### src/design/uart_pkg.sv
`default_nettype none

package uart_pkg;

   // one data byte of a frame
   typedef logic [7:0] byte_t;

   // command word, high byte goes out first
   typedef logic [15:0] cmd_t;

   // start, eight data, parity, stop
   localparam int frame_bits = 11;

   // position within the two frames of a command (0 to 21)
   typedef logic [4:0] bit_idx_t;

   typedef struct packed {
      byte_t data;
      logic  err;
   } rx_byte_t;

   typedef enum logic [1:0] {
      tx_idle,
      tx_shift,
      tx_done
   } tx_state_t;

   typedef enum logic [2:0] {
      rx_idle,
      rx_start,
      rx_data,
      rx_parity,
      rx_stop
   } rx_state_t;

endpackage

`default_nettype wire

### src/design/uart_rx.sv
`timescale 1ns/100ps
`default_nettype none

module uart_rx #(
   parameter int clks_per_bit = 8
) (
   input  logic               clk,
   input  logic               rst_n,
   input  logic               rx,
   output uart_pkg::rx_byte_t rx_byte,
   output logic               rx_vld
);

   localparam int cnt_w    = (clks_per_bit > 1) ? $clog2(clks_per_bit) : 1;
   localparam int half_cnt = (clks_per_bit / 2 > 0) ? clks_per_bit / 2 - 1 : 0;

   typedef logic [cnt_w-1:0] baud_cnt_t;

   uart_pkg::rx_state_t state;
   baud_cnt_t           baud_cnt;
   logic [2:0]          data_idx;
   logic                rx_meta;
   logic                rx_sync;
   logic                rx_prev;
   logic                start_edge;
   logic                mid_start;
   logic                bit_end;
   uart_pkg::byte_t     sh_data;
   logic                par_bit;
   logic                frame_err;

   // two-flop synchronizer plus one flop for edge detection
   always_ff @(posedge clk or negedge rst_n) begin
      if (!rst_n) begin
         rx_meta <= 1'b1;
         rx_sync <= 1'b1;
         rx_prev <= 1'b1;
      end else begin
         rx_meta <= rx;
         rx_sync <= rx_meta;
         rx_prev <= rx_sync;
      end
   end

   assign start_edge = rx_prev & ~rx_sync;
   assign mid_start  = (baud_cnt == baud_cnt_t'(half_cnt));
   assign bit_end    = (baud_cnt == baud_cnt_t'(clks_per_bit - 1));

   // parity fault or a low stop bit, checked as the stop bit is sampled
   assign frame_err = ~(^{sh_data, par_bit}) | ~rx_sync;

   always_ff @(posedge clk or negedge rst_n) begin
      if (!rst_n) begin
         state    <= uart_pkg::rx_idle;
         baud_cnt <= '0;
         data_idx <= '0;
         rx_byte  <= '0;
         rx_vld   <= 1'b0;
      end else begin
         rx_vld <= 1'b0;
         case (state)
            uart_pkg::rx_idle: begin
               if (start_edge) begin
                  state    <= uart_pkg::rx_start;
                  baud_cnt <= '0;
               end
            end
            uart_pkg::rx_start: begin
               if (mid_start) begin
                  baud_cnt <= '0;
                  data_idx <= '0;
                  // start bit gone high again, treat as a glitch
                  if (rx_sync) begin
                     state <= uart_pkg::rx_idle;
                  end else begin
                     state <= uart_pkg::rx_data;
                  end
               end else begin
                  baud_cnt <= baud_cnt + 1'b1;
               end
            end
            uart_pkg::rx_data: begin
               if (bit_end) begin
                  baud_cnt <= '0;
                  data_idx <= data_idx + 1'b1;
                  if (data_idx == 3'd7) begin
                     state <= uart_pkg::rx_parity;
                  end
               end else begin
                  baud_cnt <= baud_cnt + 1'b1;
               end
            end
            uart_pkg::rx_parity: begin
               if (bit_end) begin
                  baud_cnt <= '0;
                  state    <= uart_pkg::rx_stop;
               end else begin
                  baud_cnt <= baud_cnt + 1'b1;
               end
            end
            uart_pkg::rx_stop: begin
               if (bit_end) begin
                  baud_cnt     <= '0;
                  state        <= uart_pkg::rx_idle;
                  rx_byte.data <= sh_data;
                  rx_byte.err  <= frame_err;
                  rx_vld       <= 1'b1;
               end else begin
                  baud_cnt <= baud_cnt + 1'b1;
               end
            end
            default: begin
               state <= uart_pkg::rx_idle;
            end
         endcase
      end
   end

   // mid-bit samples, data arrives lsb first
   always_ff @(posedge clk) begin
      if (bit_end && state == uart_pkg::rx_data) begin
         sh_data <= {rx_sync, sh_data[7:1]};
      end
      if (bit_end && state == uart_pkg::rx_parity) begin
         par_bit <= rx_sync;
      end
   end

endmodule

`default_nettype wire

### src/design/uart_top.sv
`timescale 1ns/100ps
`default_nettype none

module uart_top #(
   parameter int clks_per_bit = 8
) (
   input  logic            clk,
   input  logic            rst_n,
   input  uart_pkg::cmd_t  cmd_in,
   input  logic            cmd_vld,
   output logic            cmd_rdy,
   output logic            tx,
   input  logic            rx,
   output uart_pkg::byte_t read_data,
   output logic            read_rdy,
   output logic            read_err
);

   uart_pkg::rx_byte_t rx_byte;
   logic               rx_vld;

   uart_tx #(
      .clks_per_bit (clks_per_bit)
   ) u_tx (
      .clk     (clk),
      .rst_n   (rst_n),
      .cmd_in  (cmd_in),
      .cmd_vld (cmd_vld),
      .cmd_rdy (cmd_rdy),
      .tx      (tx)
   );

   uart_rx #(
      .clks_per_bit (clks_per_bit)
   ) u_rx (
      .clk     (clk),
      .rst_n   (rst_n),
      .rx      (rx),
      .rx_byte (rx_byte),
      .rx_vld  (rx_vld)
   );

   // receive result split onto the read port
   assign read_data = rx_byte.data;
   assign read_err  = rx_byte.err;
   assign read_rdy  = rx_vld;

endmodule

`default_nettype wire

### src/design/uart_tx.sv
`timescale 1ns/100ps
`default_nettype none

module uart_tx #(
   parameter int clks_per_bit = 8
) (
   input  logic           clk,
   input  logic           rst_n,
   input  uart_pkg::cmd_t cmd_in,
   input  logic           cmd_vld,
   output logic           cmd_rdy,
   output logic           tx
);

   localparam int cnt_w     = (clks_per_bit > 1) ? $clog2(clks_per_bit) : 1;
   localparam int line_bits = 2 * uart_pkg::frame_bits;

   typedef logic [cnt_w-1:0]     baud_cnt_t;
   typedef logic [line_bits-1:0] line_t;

   uart_pkg::tx_state_t state;
   baud_cnt_t           baud_cnt;
   uart_pkg::bit_idx_t  bit_idx;
   line_t               shreg;
   line_t               frames;
   uart_pkg::byte_t     hi_byte;
   uart_pkg::byte_t     lo_byte;
   logic                par_hi;
   logic                par_lo;
   logic                bit_end;

   assign hi_byte = cmd_in[15:8];
   assign lo_byte = cmd_in[7:0];

   // odd parity, ones in data plus parity come out odd
   assign par_hi = ~^hi_byte;
   assign par_lo = ~^lo_byte;

   // line order is bit 0 first, so the high-byte frame sits in the low bits
   assign frames = {1'b1, par_lo, lo_byte, 1'b0,
                    1'b1, par_hi, hi_byte, 1'b0};

   assign bit_end = (baud_cnt == baud_cnt_t'(clks_per_bit - 1));

   assign cmd_rdy = (state == uart_pkg::tx_idle);

   always_ff @(posedge clk or negedge rst_n) begin
      if (!rst_n) begin
         state    <= uart_pkg::tx_idle;
         baud_cnt <= '0;
         bit_idx  <= '0;
         tx       <= 1'b1;
      end else begin
         case (state)
            uart_pkg::tx_idle: begin
               if (cmd_vld) begin
                  // start bit of the high frame goes out right away
                  state    <= uart_pkg::tx_shift;
                  baud_cnt <= '0;
                  bit_idx  <= '0;
                  tx       <= frames[0];
               end
            end
            uart_pkg::tx_shift: begin
               if (bit_end) begin
                  baud_cnt <= '0;
                  bit_idx  <= bit_idx + 1'b1;
                  tx       <= shreg[1];
                  // next bit is the final stop bit
                  if (bit_idx == uart_pkg::bit_idx_t'(line_bits - 2)) begin
                     state <= uart_pkg::tx_done;
                  end
               end else begin
                  baud_cnt <= baud_cnt + 1'b1;
               end
            end
            uart_pkg::tx_done: begin
               if (bit_end) begin
                  state    <= uart_pkg::tx_idle;
                  baud_cnt <= '0;
                  bit_idx  <= '0;
                  tx       <= 1'b1;
               end else begin
                  baud_cnt <= baud_cnt + 1'b1;
               end
            end
            default: begin
               state <= uart_pkg::tx_idle;
               tx    <= 1'b1;
            end
         endcase
      end
   end

   // frames load while idle, shift right once per bit
   always_ff @(posedge clk) begin
      if (state == uart_pkg::tx_idle) begin
         shreg <= frames;
      end else if (bit_end) begin
         shreg <= {1'b1, shreg[line_bits-1:1]};
      end
   end

endmodule

`default_nettype wire

### config.mk
export PLATFORM = sky130hd
export DESIGN_NAME = uart_top
export DESIGN_NICKNAME = d
export VERILOG_FILES = /design/src/design/uart_pkg.sv /design/src/design/uart_rx.sv /design/src/design/uart_top.sv /design/src/design/uart_tx.sv
export SDC_FILE = /design/constraint.sdc
export NUM_CORES = 1
export LEC_CHECK = 0
export ABC_CLOCK_PERIOD_IN_PS = 2050
export BUFFER_PORTS_ARGS = -buffer_cell sky130_fd_sc_hd__buf_2
export CAP_MARGIN = 20
export CORE_AREA = 2 2 80 82
export DETAILED_ROUTE_END_ITERATION = 12
export DIE_AREA = 0 0 82 84
export GPL_ROUTABILITY_DRIVEN = 0
export PLACE_DENSITY = 0.72
export SETUP_SLACK_MARGIN = 0.2
export SLEW_MARGIN = 30
export SYNTH_ARGS = -nofsm -noshare
export SYNTH_HDL_FRONTEND = slang
export SYNTH_HIERARCHICAL = 1
export SYNTH_SLANG_ARGS = --single-unit
export TNS_END_PERCENT = 10
### constraint.sdc
create_clock -name clk -period 2.05 [get_ports clk]
set_input_delay 0.1025 -clock clk [delete_from_list [all_inputs] [get_ports clk]]
set_output_delay 0.1025 -clock clk [all_outputs]
set_load 0.02 [all_outputs]
After elaboration in Yosys (flattened, before gate mapping)
Cells that the tools add are included.
{"block": "totals", "reg_bits": 63, "out_inout_bits": 12, "wordCells": 103}
{"block": "classes", "n_addsub": 4, "n_eq_ne": 21, "n_mux": 35, "n_bitwise": 4, "n_reduce_logical": 22}
{"cell": "21-bit two-way mux", "count": 2}
{"cell": "3-bit two-way mux", "count": 13}
{"cell": "2-bit by 1-bit != test with 1-bit output, second input constant", "count": 9}
{"cell": "8-bit XNOR reduction", "count": 2}
{"cell": "5-bit two-way mux", "count": 3}
{"cell": "3-bit one-hot mux with 5 select lines", "count": 1}
{"cell": "5-bit one-hot mux with 3 select lines", "count": 1}
{"cell": "3-bit == test, second input constant", "count": 4}
{"cell": "3-bit one-hot mux with 2 select lines", "count": 2}
{"cell": "2-bit two-way mux", "count": 5}
{"cell": "3-bit by 1-bit adder with 3-bit output, second input constant", "count": 3}
{"cell": "3-bit by 2-bit == test with 1-bit output, second input constant", "count": 3}
{"cell": "3-bit one-hot mux with 3 select lines", "count": 1}
{"cell": "9-bit parity", "count": 1}
{"cell": "4-bit AND reduction", "count": 2}
{"cell": "2-bit one-hot mux with 3 select lines", "count": 1}
{"cell": "2-bit AND reduction", "count": 3}
{"cell": "3-bit AND reduction", "count": 2}
{"cell": "6-bit AND reduction", "count": 1}
{"cell": "2-bit nonzero test", "count": 3}
{"cell": "3-bit nonzero test", "count": 2}
{"cell": "5-bit by 1-bit adder with 5-bit output, second input constant", "count": 1}
{"cell": "5-bit == test, second input constant", "count": 1}
{"cell": "1-bit two-way mux", "count": 5}
{"cell": "13 further kinds", "count": 15}

Logic depth before layout (Yosys ltp)
Gate-level depths: netlist (run 1).
{"block": "depth", "word_depth": 4, "depth_mapped": 7, "depth_no_buf": 7}

Hierarchy
Netlist (run 1), hierarchy kept.
{"module": "uart_tx", "instances": 1, "cells_per_inst": 137, "area_each_um2": 1624.1, "seq_area_each_um2": 857.1}
{"module": "uart_rx", "instances": 1, "cells_per_inst": 101, "area_each_um2": 1381.3, "seq_area_each_um2": 824.5}

Worst setup path after synthesis (run 1)
No wires, ideal clock.
{"block": "synth_path", "path_type": "reg-to-reg", "startpoint": "register u_rx.baud_cnt[0]", "endpoint": "register u_rx.sh_data[0] (enable)", "setup_time_ns": 0.390, "arrival_time_ns": 1.629, "setup_slack_ns": 0.031, "stages_incl_launch_ff": 5, "n_path_buf": 0, "path_cell_list": "dfrtp_1 > ha_1 > ha_1 > nand2_1 > nor3_1"}
{"block": "synth_between", "elab_chain_len": 2}
{"element": "from (decl)", "line": "uart_rx.sv:20", "source": "baud_cnt_t baud_cnt;"}
{"element": "from (signal assigned)", "line": "uart_rx.sv:79", "source": "baud_cnt <= baud_cnt + 1'b1;"}
{"element": "from (signal assigned)", "line": "uart_rx.sv:90", "source": "baud_cnt <= baud_cnt + 1'b1;"}
{"element": "from (signal assigned)", "line": "uart_rx.sv:98", "source": "baud_cnt <= baud_cnt + 1'b1;"}
{"element": "3-bit == test", "line": "uart_rx.sv:47", "source": "assign bit_end = (baud_cnt == baud_cnt_t'(clks_per_bit - 1));"}
{"element": "1-bit logical AND", "line": "uart_rx.sv:121", "source": "if (bit_end && state == uart_pkg::rx_data) begin"}
{"element": "to (signal assigned)", "line": "uart_rx.sv:122", "source": "sh_data <= {rx_sync, sh_data[7:1]};"}
{"element": "to (decl)", "line": "uart_rx.sv:28", "source": "uart_pkg::byte_t sh_data;"}
Every way passes these cells.
A chain may end at the register's enable or synchronous reset.

Worst setup path after layout (run 1)
{"block": "layout_path", "startpoint": "register u_tx.baud_cnt[0]", "endpoint": "register u_tx.bit_idx[3]"}
{"block": "layout_between", "elab_chain_len": 3, "word_cells_on_any_way": 4, "cone_classes": "eq/ne (3); reduce/logical (1)"}
{"element": "from (decl)", "line": "uart_tx.sv:22", "source": "baud_cnt_t baud_cnt;"}
{"element": "from (signal assigned)", "line": "uart_tx.sv:74", "source": "baud_cnt <= baud_cnt + 1'b1;"}
{"element": "from (signal assigned)", "line": "uart_tx.sv:84", "source": "baud_cnt <= baud_cnt + 1'b1;"}
{"element": "3-bit == test *", "line": "uart_tx.sv:43", "source": "assign bit_end = (baud_cnt == baud_cnt_t'(clks_per_bit - 1));"}
{"element": "2-bit by 1-bit != test with 1-bit output (no source line)"}
{"element": "4-bit AND reduction (no source line) *"}
{"element": "to (signal assigned)", "line": "uart_tx.sv:67", "source": "bit_idx <= bit_idx + 1'b1;"}
{"element": "to (decl)", "line": "uart_tx.sv:23", "source": "uart_pkg::bit_idx_t bit_idx;"}
Every way passes the cells marked *; elsewhere a longest branch is shown, timed or not.

==> results of run 1 <==
-- logic make-up (layout without fill, tap and decap cells) --
logic type	count (synthesis)	in the layout	share of synthesized area
AOI/OAI and AO/OA	49	49	0.1182
xor gates and xnor gates	22	22	0.06869
adders and majority gates	15	15	0.06245
buffers and inverters	19	65	0.03289
DFF	62	62	0.5595
muxes	18	18	0.06578
and+or+nand+nor	53	53	0.09242
-- registers in the layout, indices dropped and copies added (netlist names) --
| signal | cells |
|---|---|
| u_rx/baud_cnt | 3 |
| u_rx/data_idx | 3 |
| u_rx/par_bit | 1 |
| u_rx/rx_byte | 9 |
| u_rx/rx_meta | 1 |
| u_rx/rx_prev | 1 |
| u_rx/rx_sync | 1 |
| u_rx/rx_vld | 1 |
| u_rx/sh_data | 8 |
| u_rx/state | 3 |
| u_tx/baud_cnt | 3 |
| u_tx/bit_idx | 5 |
| u_tx/shreg | 20 |
| u_tx/state | 2 |
| u_tx/tx | 1 |
-- metrics by stage --
stage	total power (W)	instances	worst slack (ps)	utilization	area [um2]
2_1_floorplan	0.002928	238	284.5	-	3010
3_3_place_gp	0.003188	342	105.6	0.5318	3242
3_5_place_dp	0.003238	342	113.6	0.5322	3244
4_1_cts	0.004322	360	158.0	0.5690	3468
5_1_grt	0.004619	361	155.6	0.5725	3490
6_report	0.004317	361	251.6	0.5725	3490
-- how the worst max path moves through the flow --
stage                          start              end  slack (ps)  cells after the start
detailed placement  u_rx/baud_cnt[0]  u_rx/rx_byte[8]         110                      4
global route        u_tx/baud_cnt[0]  u_tx/bit_idx[3]         160                      7
floorplan              u_tx/state[0]   u_tx/shreg[12]         280                      4
finish              u_tx/baud_cnt[0]  u_tx/bit_idx[3]         250                      7
global placement    u_tx/baud_cnt[0]    u_tx/shreg[7]         110                      4
CTS                    u_tx/state[1]          cmd_rdy         160                      5
-- critical path, cell delays in order, from the launching register on --
cell and delay (ps):
dfrtp_1 390, ha_1 190, ha_1 160, buf_4 140, nand2b_1 140, nand4_2 170, or3_1 380, a21oi_1 140
-- cells in the final DEF, fill, tap and decap left out, drive strengths merged, types with 2 or more instances in the layout --
master | synthesis | final
edfxtp | 27 | 27
nand2b | 7 | 7
o21ai | 13 | 13
ha | 15 | 15
a22o | 17 | 17
a21oi | 6 | 6
a311oi | 2 | 2
clkbuf | 2 | 11
nor2b | 4 | 4
mux2 | 14 | 14
dlygate4sd3 | 0 | 2
nand2 | 13 | 13
clkinvlp | 0 | 3
o22a | 2 | 2
buf | 8 | 38
nor2 | 15 | 15
nand4 | 2 | 2
a32oi | 2 | 2
xnor2 | 18 | 18
xor2 | 3 | 3
or3 | 2 | 2
dfstp | 4 | 4
mux2i | 4 | 4
or3b | 2 | 2
dfrtp | 29 | 29
or2 | 2 | 2
inv | 9 | 10
nor3 | 2 | 2
dfxtp | 2 | 2
-- final cells by class --
| cell class | count | area share |
|---|---|---|
| Inverter | 9 | 0.009681 |
| Clock buffer | 11 | 0.04661 |
| Clock inverter | 5 | 0.01147 |
| Multi-Input combinational cell | 157 | 0.3564 |
| Sequential cell | 62 | 0.4819 |
| Timing Repair Buffer | 40 | 0.06633 |
| Tap cell | 77 | 0.02761 |
-- layer usage --
layer | global-route usage | vias up | wire length [um]
li1 | - | 951 | -
met1 | 0.2217 | 943 | 2525
met2 | 0.2506 | 44 | 2345
met3 | 0.04762 | 7 | 205
met4 | 0.08030 | 0 | 77
met5 | 0 | - | 0
-- power groups by stage --
stage	logic, W	clock network, W	registers [W]
floorplan	0.00103	0	0.00190
global placement	0.00125	0	0.00194
detailed placement	0.00129	0	0.00195
CTS	0.00130	0.00109	0.00193
global route	0.00150	0.00115	0.00197
finish	0.00133	0.00106	0.00193
-- what timing repair did --
action | 4_1_cts | 5_1_grt
gates resized for setup | 1 | 5
endpoints found under the setup margin | 9 | 14
gates cloned | 0 | 0
setup buffers | 0 | 1
hold buffers | 2 | 0
hold endpoints to repair | 30 | 0
-- cell usage after synthesis (all sizes together), types with 3 or more instances --
library cell  count  area, um2
nor2b             4      25.02
xor2              3      26.28
inv               9      33.78
a22o             17      148.9
mux2i             4      40.04
o21ai            13      65.06
edfxtp           27      810.8
a21oi             6      30.03
nor2             15      58.81
mux2             14      157.7
dfstp             4      105.1
ha               15      187.7
dfrtp            29      725.7
nand2b            7      43.79
buf               8      57.55
xnor2            18      157.7
nand2            13      48.80
==> results.md, run 1 <==
- Post-synthesis sequential area ratio: 0.5595
- Seq pwr share: 0.447
- TritonCTS sink count: 62
- Clock-pin transition on the worst setup and hold timing paths: 70 ps
- Unique masters post-synth: 45
- Nets@finish: 314
- R2r setup slk: 250 ps
- First-pass iteration count of the detailed router: 4
- Register Area: 1682 um2
- FILL cells: 530
- Clock Skew: 6.063 ps
- Slew Limit Fails: 0
- Worst VDD drop: 0.0006490 V
- Number of buffers added on ports: 31
- Min Tclk post-route: 1798 ps
- Cell area power density: 1237 nW/um2
- Largest net degree at the start of global routing: 34
- Slew at the pin closest to its max-slew limit: 756.3 ps
- Max Cap Viol: 0
- Fmax: 0.5561 GHz
- Total track usage: 0.1675
- Setup crit end kind: flip-flop
- RR Startpoint: u_tx/baud_cnt[0]
- Core Region: 6096 um2
- Primary FF master, synth: dfrtp_1
- Worst R2R Path Depth: 7
- DR vias: 1945
- Worst min-delay path startpoint: cmd_vld
- Clock share of power: 0.245
- Final ANT Viol Nets: 0
- RSZ-0062 raised after global routing: true
- Multi-input gate area: 1244 um2
- EDFF count, synth: 27
- Sw frac: 0.3320
- Arr. time, crit path: 2060 ps
- Total Wirelength: 5.154 mm
- Die Area: 6888 um2
- HP Class: input pin to flip-flop
- Synth Cell Area: 3005 um2
- Synthesis-stage register bit count: 62
- Residual DRC count: 0
- Power Internal: 0.002884 W
- Number of failing hold endpoints at the final stage: 0
- Hold path depth: 3
- CTS HTree Levels: 3
- Vias in the first global route: 1887
- Total gr overflow: 0
- Min-Delay Endpoint: u_tx/baud_cnt[2]
- Die outline height: 84 um
- I/O pin cnt: 32
- Leak pwr: 1.506 nW
- First-pass GRT wire length: 8.645 mm
- Crit Path Max Fanout: 6
- DR vias/cell: 5.388
- CTS tree: built
- Die X-Extent: 82 um
- Starting Density: 0.4930
- CTS Buf Count: 9
- Iteration-0 DRC Markers: 97
- Layout area overhead: 16.11%
- Post-DP HPWL: 3.433 mm
- Synthesized area per cell: 12.63 um2
- Clock Tree Buf Depth: 2
- Ys Warns: 6
- Worst skew pair latency: 330 ps
- Post-synthesis net count: 273
- WS Path Type: flip-flop to flip-flop
- Hold slack: 86.25 ps
- Status: complete, no violations
- Wirelength per Cell: 14.28 um
- Fin Setup TNS: 0 ps
- Initial antenna violation count: 0
- Worst slew margin: 0.4958
- Antenna cells: 0
- P_sw: 0.001433 W
- Gate Count Post-Synth: 238
- Reg2reg end: u_tx/bit_idx[3]
- # rows: 29
- Required time of the critical path: 2310 ps
- Setup violations, final: 0
- CTS root buffer: clkbuf_8
- Final Cycle Share: 0.8772
- Async set-reset flop share out of synthesis: 0.5323
- Comb pwr share: 0.308
- Fraction of layout cells with a size suffix above 1: 0.2958
- Worst setup SP type: flip-flop
(Power assumes the default switching activity.)
==> inputs of run 2 (changes only) <==
Settings changed: ABC_AREA from default to 1, CORE_AREA 2 2 80 82 to 2 2 83 85, DIE_AREA 0 0 82 84 to 0 0 85 87, PLACE_DENSITY 0.72 to 0.74.
==> run 2 against run 1 <==
Setup slack better by 150 ps. Clock skew is essentially flat. Highest routed layer unchanged. Non-clock buffer count is 5 lower.
==> results.md, run 2 <==
- Met1 WL: 2.770 mm
- FILL cells: 567
- Final Cycle Share: 0.8064
- Worst slew margin: 0.5026
- Nets@finish: 470
- Arr. time, crit path: 1640 ps
- Placed Instances: 502
- Max Cap Viol: 0
- WS Path Type: flip-flop to flip-flop
- Design area: 3781 um2
- Required time of the critical path: 2040 ps
- Largest net degree at the start of global routing: 34
- Post-synthesis net count: 430
- CTS Buf Count: 9
- Die X-Extent: 85 um
- Number of buffers added on ports: 31
- Post-synthesis sequential area ratio: 0.5011
- Primary FF master, synth: dfrtp_1
- Slew Limit Fails: 0
- Fmax: 0.6049 GHz
- Post-DP HPWL: 4.409 mm
- CTS root buffer: clkbuf_8
- Synthesized area per cell: 8.495 um2
- I/O pin cnt: 32
- Die outline height: 87 um
- CTS HTree Levels: 3
- Gate Count Post-Synth: 395
- Leak pwr: 1.920 nW
- Met2 WL post-DR: 2.880 mm
- Fin Setup TNS: 0 ps
- Worst VDD drop: 0.0006056 V
- Die Area: 7395 um2
- Register Area: 1682 um2
- Largest register FFs: 20
- Biggest registers after layout: u_tx/shreg: 20 flops, u_rx/rx_byte: 9 flops, u_rx/sh_data: 8 flops
- Area share of the largest cell type after synthesis: 0.2416
- Multi-input gate area: 1400 um2
- Total gr overflow: 0
- Iteration-0 DRC Markers: 115
- Area contributors post-synth: edfxtp_1, dfrtp_1, nand2_1, inv_1, ha_1
- Unique masters post-synth: 37
- Synth Cell Area: 3356 um2
- Final ANT Viol Nets: 0
- DR vias/cell: 4.877
- Setup violations, final: 0
- Wirelength per Cell: 11.41 um
- DR top layer: met4
- Synthesis-stage register bit count: 62
- Clock-pin transition on the worst setup and hold timing paths: 60 ps
- Biggest register: u_tx/shreg
- Pwr Total: 0.004217 W
- Most common cell after layout, fill and taps aside: nand2_1
- CTS tree: built
- Initial antenna violation count: 0
- Layout area overhead: 12.68%
- Post-CTS setup buffers: 0
- Min Tclk post-route: 1653 ps
- Setup crit end kind: flip-flop
- First-pass GRT wire length: 10.36 mm
- HP Class: input pin to flip-flop
- Crit Path Max Fanout: 18
- Residual DRC count: 0
- First-pass iteration count of the detailed router: 5
- Layout Cells excl Fill: 520
- Core Region: 6569 um2
- Status: complete, no violations
- RSZ-0062 raised after global routing: false
- Met3 WL: 183 um
- Ys Warns: 6
- Vias in the first global route: 2499
- Worst skew pair latency: 330 ps
- Total track usage: 0.1762
- Antenna cells: 0
- TritonCTS sink count: 62
- Starting Density: 0.5109
- Number of failing hold endpoints at the final stage: 0
- Top post-synthesis cells by count: nand2_1, inv_1, dfrtp_1, o21ai_0, edfxtp_1
- Clock Tree Buf Depth: 2
- DR vias: 2536
- Yosys top cell by area: edfxtp_1
- Slew at the pin closest to its max-slew limit: 746.1 ps
- Placed Area: 3577 um2
- Most frequent cells in the layout: nand2_1, inv_1, buf_2, o21ai_0, dfrtp_1
- Count leader, synth: nand2_1
- Async set-reset flop share out of synthesis: 0.5323
- Fraction of layout cells with a size suffix above 1: 0.1818
- # rows: 30
- Cell area power density: 1115 nW/um2
- Total Wirelength: 5.934 mm
- EDFF count, synth: 27
- Worst setup SP type: flip-flop
- Clock Skew: 6.311 ps
run 2: path summary, 6_finish.rpt:
path,from,to,slack (ps),cells after the start
max,u_tx/baud_cnt[0],u_tx/shreg[20],400,4
min,cmd_vld,u_tx/baud_cnt[2],150,5
max reg2reg,u_tx/baud_cnt[0],u_tx/shreg[20],400,4
min reg2reg,u_rx/rx_meta,u_rx/rx_sync,360,0
max in group asynchronous,rst_n,u_rx/baud_cnt[0],1200,2
min in group asynchronous,rst_n,u_rx/rx_byte[7],370,2
run 2: routing by layer:
| metal | track usage | vias to the layer above |
|---|---|---|
| li1 | - | 1333 |
| met1 | 0.2084 | 1159 |
| met2 | 0.3125 | 36 |
| met3 | 0.03318 | 8 |
| met4 | 0.07792 | 0 |
| met5 | 0 | - |
run 2: worst max-delay path, cell delays in order (launching register included):
cell and delay, ps:
dfrtp_1 380, ha_1 220, ha_1 240, inv_1 160, nand2_2 300
run 2: power breakdown:
group          total, W  internal [W]  switching (W)
sequential      0.00189       0.00172       0.000170
clock          0.000967      0.000538       0.000429
combinational   0.00136      0.000451       0.000909
run 2: final cells by class:
| class | count | area share |
|---|---|---|
| inverter | 60 | 0.06022 |
| clock inverter | 1 | 0.001324 |
| multi-input combinational | 267 | 0.3703 |
| sequential | 62 | 0.4447 |
| clock buffer | 15 | 0.04666 |
| timing repair buffer | 35 | 0.05030 |
| tap | 80 | 0.02647 |
run 2: timing repair:
item	in CTS	in global routing
resized for setup	0	2
hold buffers	2	0
endpoints found under the setup margin	0	1
endpoints found under the hold margin	30	0
run 2: cell families after synthesis:
kind of cell    synth area share
compound gates            0.1115
xor+xnor                0.005221
fa+ha+maj                0.05593
buf+inv                  0.08240
flops                     0.5011
simple gates              0.2438
run 2: through the flow:
stage	util	setup WS (ps)	hold WS [ps]
finish	0.5756	397.0	150.6
global route	0.5756	255.2	170.4
detailed placement	0.5446	342.7	205.9
global placement	0.5446	395.2	202.3
floorplan	-	339.5	-193.1
CTS	0.5752	330.4	136.4
==> inputs of run 3 (changes only) <==
Settings changed: ABC_CLOCK_PERIOD_IN_PS 2050 to 1500.
Clock period 2.05 ns to 1.5 ns, I/O delays scaled along.
==> run 3 against run 2 <==
Die area unchanged. Register-to-register slack got worse by 320 ps. Sequential cell count unchanged. Design area increased by 9.6%. Maximum frequency increased by 16%. Clock-buffer cell count decreased by 6. Power increased by 57%. Sequential power increased by 40%. Setup slack got worse by 320 ps. Via count increased by 6.4%. Routed wire length increased by 13%.
==> results.md, run 3 (same netlist as run 2, synthesis figures left out) <==
- Total gr overflow: 0
- Vias in the first global route: 2593
- Comb pwr share: 0.356
- DR vias: 2698
- Power Internal: 0.004215 W
- Arr. time, crit path: 1510 ps
- Iteration-0 DRC Markers: 198
- Final ANT Viol Nets: 0
- Biggest registers after layout: u_tx/shreg: 20 flops, u_rx/rx_byte: 9 flops, u_rx/sh_data: 8 flops
- Clock Tree Buf Depth: 2
- Max stage delay cell, worst path: dfrtp_1
- Starting Density: 0.5109
- FILL cells: 514
- Cell area power density: 1602 nW/um2
- GR Layer Usage met3: 0.05308
- Fmax: 0.7003 GHz
- Slew at the pin closest to its max-slew limit: 707.1 ps
- Core Region: 6569 um2
- Total Wirelength: 6.683 mm
- TritonCTS sink count: 62
- Worst VDD drop: 0.001213 V
- Most numerous cell on the critical path: ha_4
- Nets@finish: 484
- I/O pin cnt: 32
- CTS tree: built
- Number of failing hold endpoints at the final stage: 0
- Wirelength per Cell: 12.51 um
- Max Cap Viol: 0
- Crit Path Max Fanout: 9
- Fin Setup TNS: 0 ps
- Clock-pin transition on the worst setup and hold timing paths: 80 ps
- Fraction of layout cells with a size suffix above 1: 0.2709
- Worst skew pair latency: 340 ps
- Post-DP HPWL: 4.358 mm
- Antenna cells: 0
- GR peak layer: met2
- Residual DRC count: 0
- Worst setup SP type: flip-flop
- CTS HTree Levels: 3
- Worst path cell trace: ha_4 > ha_4 > inv_4 > nor2_4 > buf_12 > nand2_1 > o21ai_0
- Layout Cells excl Fill: 534
- Largest net degree at the start of global routing: 34
- First-pass GRT wire length: 11.27 mm
- Met2 Use GR: 0.3203
- Slew Limit Fails: 0
- Most common cell after layout, fill and taps aside: nand2_1
- Layout area overhead: 23.49%
- CTS Buf Count: 9
- DR vias/cell: 5.052
- Most frequent cells in the layout: nand2_1, inv_1, buf_2, dfrtp_1, edfxtp_1
- Number of buffers added on ports: 31
- Setup violations, final: 0
- HP Class: input pin to flip-flop
- Placed Instances: 503
- Setup crit end kind: flip-flop
- M1 GR Usage: 0.2415
- P_sw: 0.002425 W
- Clock Skew: 12.63 ps
- Seq pwr share: 0.400
- First-pass iteration count of the detailed router: 4
- Worst Setup Slack, final: 72.06 ps
- Die Area: 7395 um2
- Initial antenna violation count: 0
- DP Worst Slack: 25.48 ps
- Die outline height: 87 um
- Min Tclk post-route: 1428 ps
- Total track usage: 0.1920
- Die X-Extent: 85 um
- Clock share of power: 0.244
- CP max stage delay: 410 ps
- Leak pwr: 2.024 nW
- Required time of the critical path: 1590 ps
- Biggest register: u_tx/shreg
- # rows: 30
- Final Cycle Share: 0.9520
- CTS root buffer: clkbuf_8
- Sw frac: 0.3652
- RSZ-0062 raised after global routing: true
- Worst slew margin: 0.5286
- Largest register FFs: 20
- WS Path Type: flip-flop to flip-flop
- Status: complete, no violations
## run 3: cell count changes in the layout (fill, tap and decap cells not counted), moves of 3 or more
cell and delta:
buf_4 +9, ha_1 -9, inv_1 -8, ha_4 +7, inv_2 +7, o21ai_0 -4, clkbuf_1 -3, clkbuf_8 -3
nand2_1 -3
## run 3: metal layers
metal / up-vias / share of wire / routed length (um)
li1: 1368 / - / -
met1: 1267 / 0.44 / 2942
met2: 55 / 0.50 / 3372
met3: 8 / 0.043 / 286
met4: 0 / 0.012 / 81
met5: - / 0 / 0
## run 3: area by class of cell
cell class	count	area, um2	area share
clock buffers	9	123.9	0.02989
clock inverters	7	97.59	0.02355
repair buffers	49	347.8	0.08394
inverters	60	235.2	0.05676
flip-flops and latches	62	1682	0.4058
multi-input cells	267	1558	0.3759
well taps	80	100.1	0.02415
## run 3: metrics by stage
| step | cell area [um2] | util | hold slack, ps | power (W) |
|---|---|---|---|---|
| final | 4144 | 0.6309 | 101.3 | 0.006639 |
| after CTS | 4091 | 0.6229 | 91.99 | 0.006515 |
| after floorplan | 3426 | - | -220.6 | 0.004154 |
| after detailed placement | 3671 | 0.5589 | 174.4 | 0.004572 |
| after global placement | 3671 | 0.5589 | 174.5 | 0.004508 |
| after global routing | 4144 | 0.6309 | 97.66 | 0.007072 |
## run 3: final timing paths
check / start / endpoint / slack [ps] / cells after the start
min reg2reg: u_rx/rx_meta / u_rx/rx_sync / 360 / 0
min: cmd_in[5] / u_tx/shreg[17] / 100 / 3
min in group asynchronous: rst_n / u_rx/rx_byte[3] / 310 / 2
max: u_tx/baud_cnt[0] / u_tx/shreg[15] / 70 / 7
max in group asynchronous: rst_n / u_rx/baud_cnt[0] / 720 / 2
max reg2reg: u_tx/baud_cnt[0] / u_tx/shreg[15] / 70 / 7
## run 3: what timing repair did
item / CTS / global route
hold buffers: 2 / 0
gates cloned: 1 / 0
setup endpoints to repair: 68 / 73
endpoints found under the hold margin: 30 / 0
resized for setup: 19 / 13
buffers inserted: 10 / 2
pin swaps: 11 / 6
## run 3: power by group through the flow
stage	Combinational, W	Clock, W	Sequential [W]
floorplan	0.00157	0	0.00258
global placement	0.00187	0	0.00263
detailed placement	0.00194	0	0.00263
CTS	0.00223	0.00166	0.00263
global route	0.00264	0.00174	0.00269
finish	0.00236	0.00162	0.00265
## run 3: critical path: cells and delay by family, from the launching register on
family	cells	cell delay (ps)
compound gates	1	80
fa+ha+maj	2	360
buf+inv	2	210
flops	1	410
simple gates	2	110
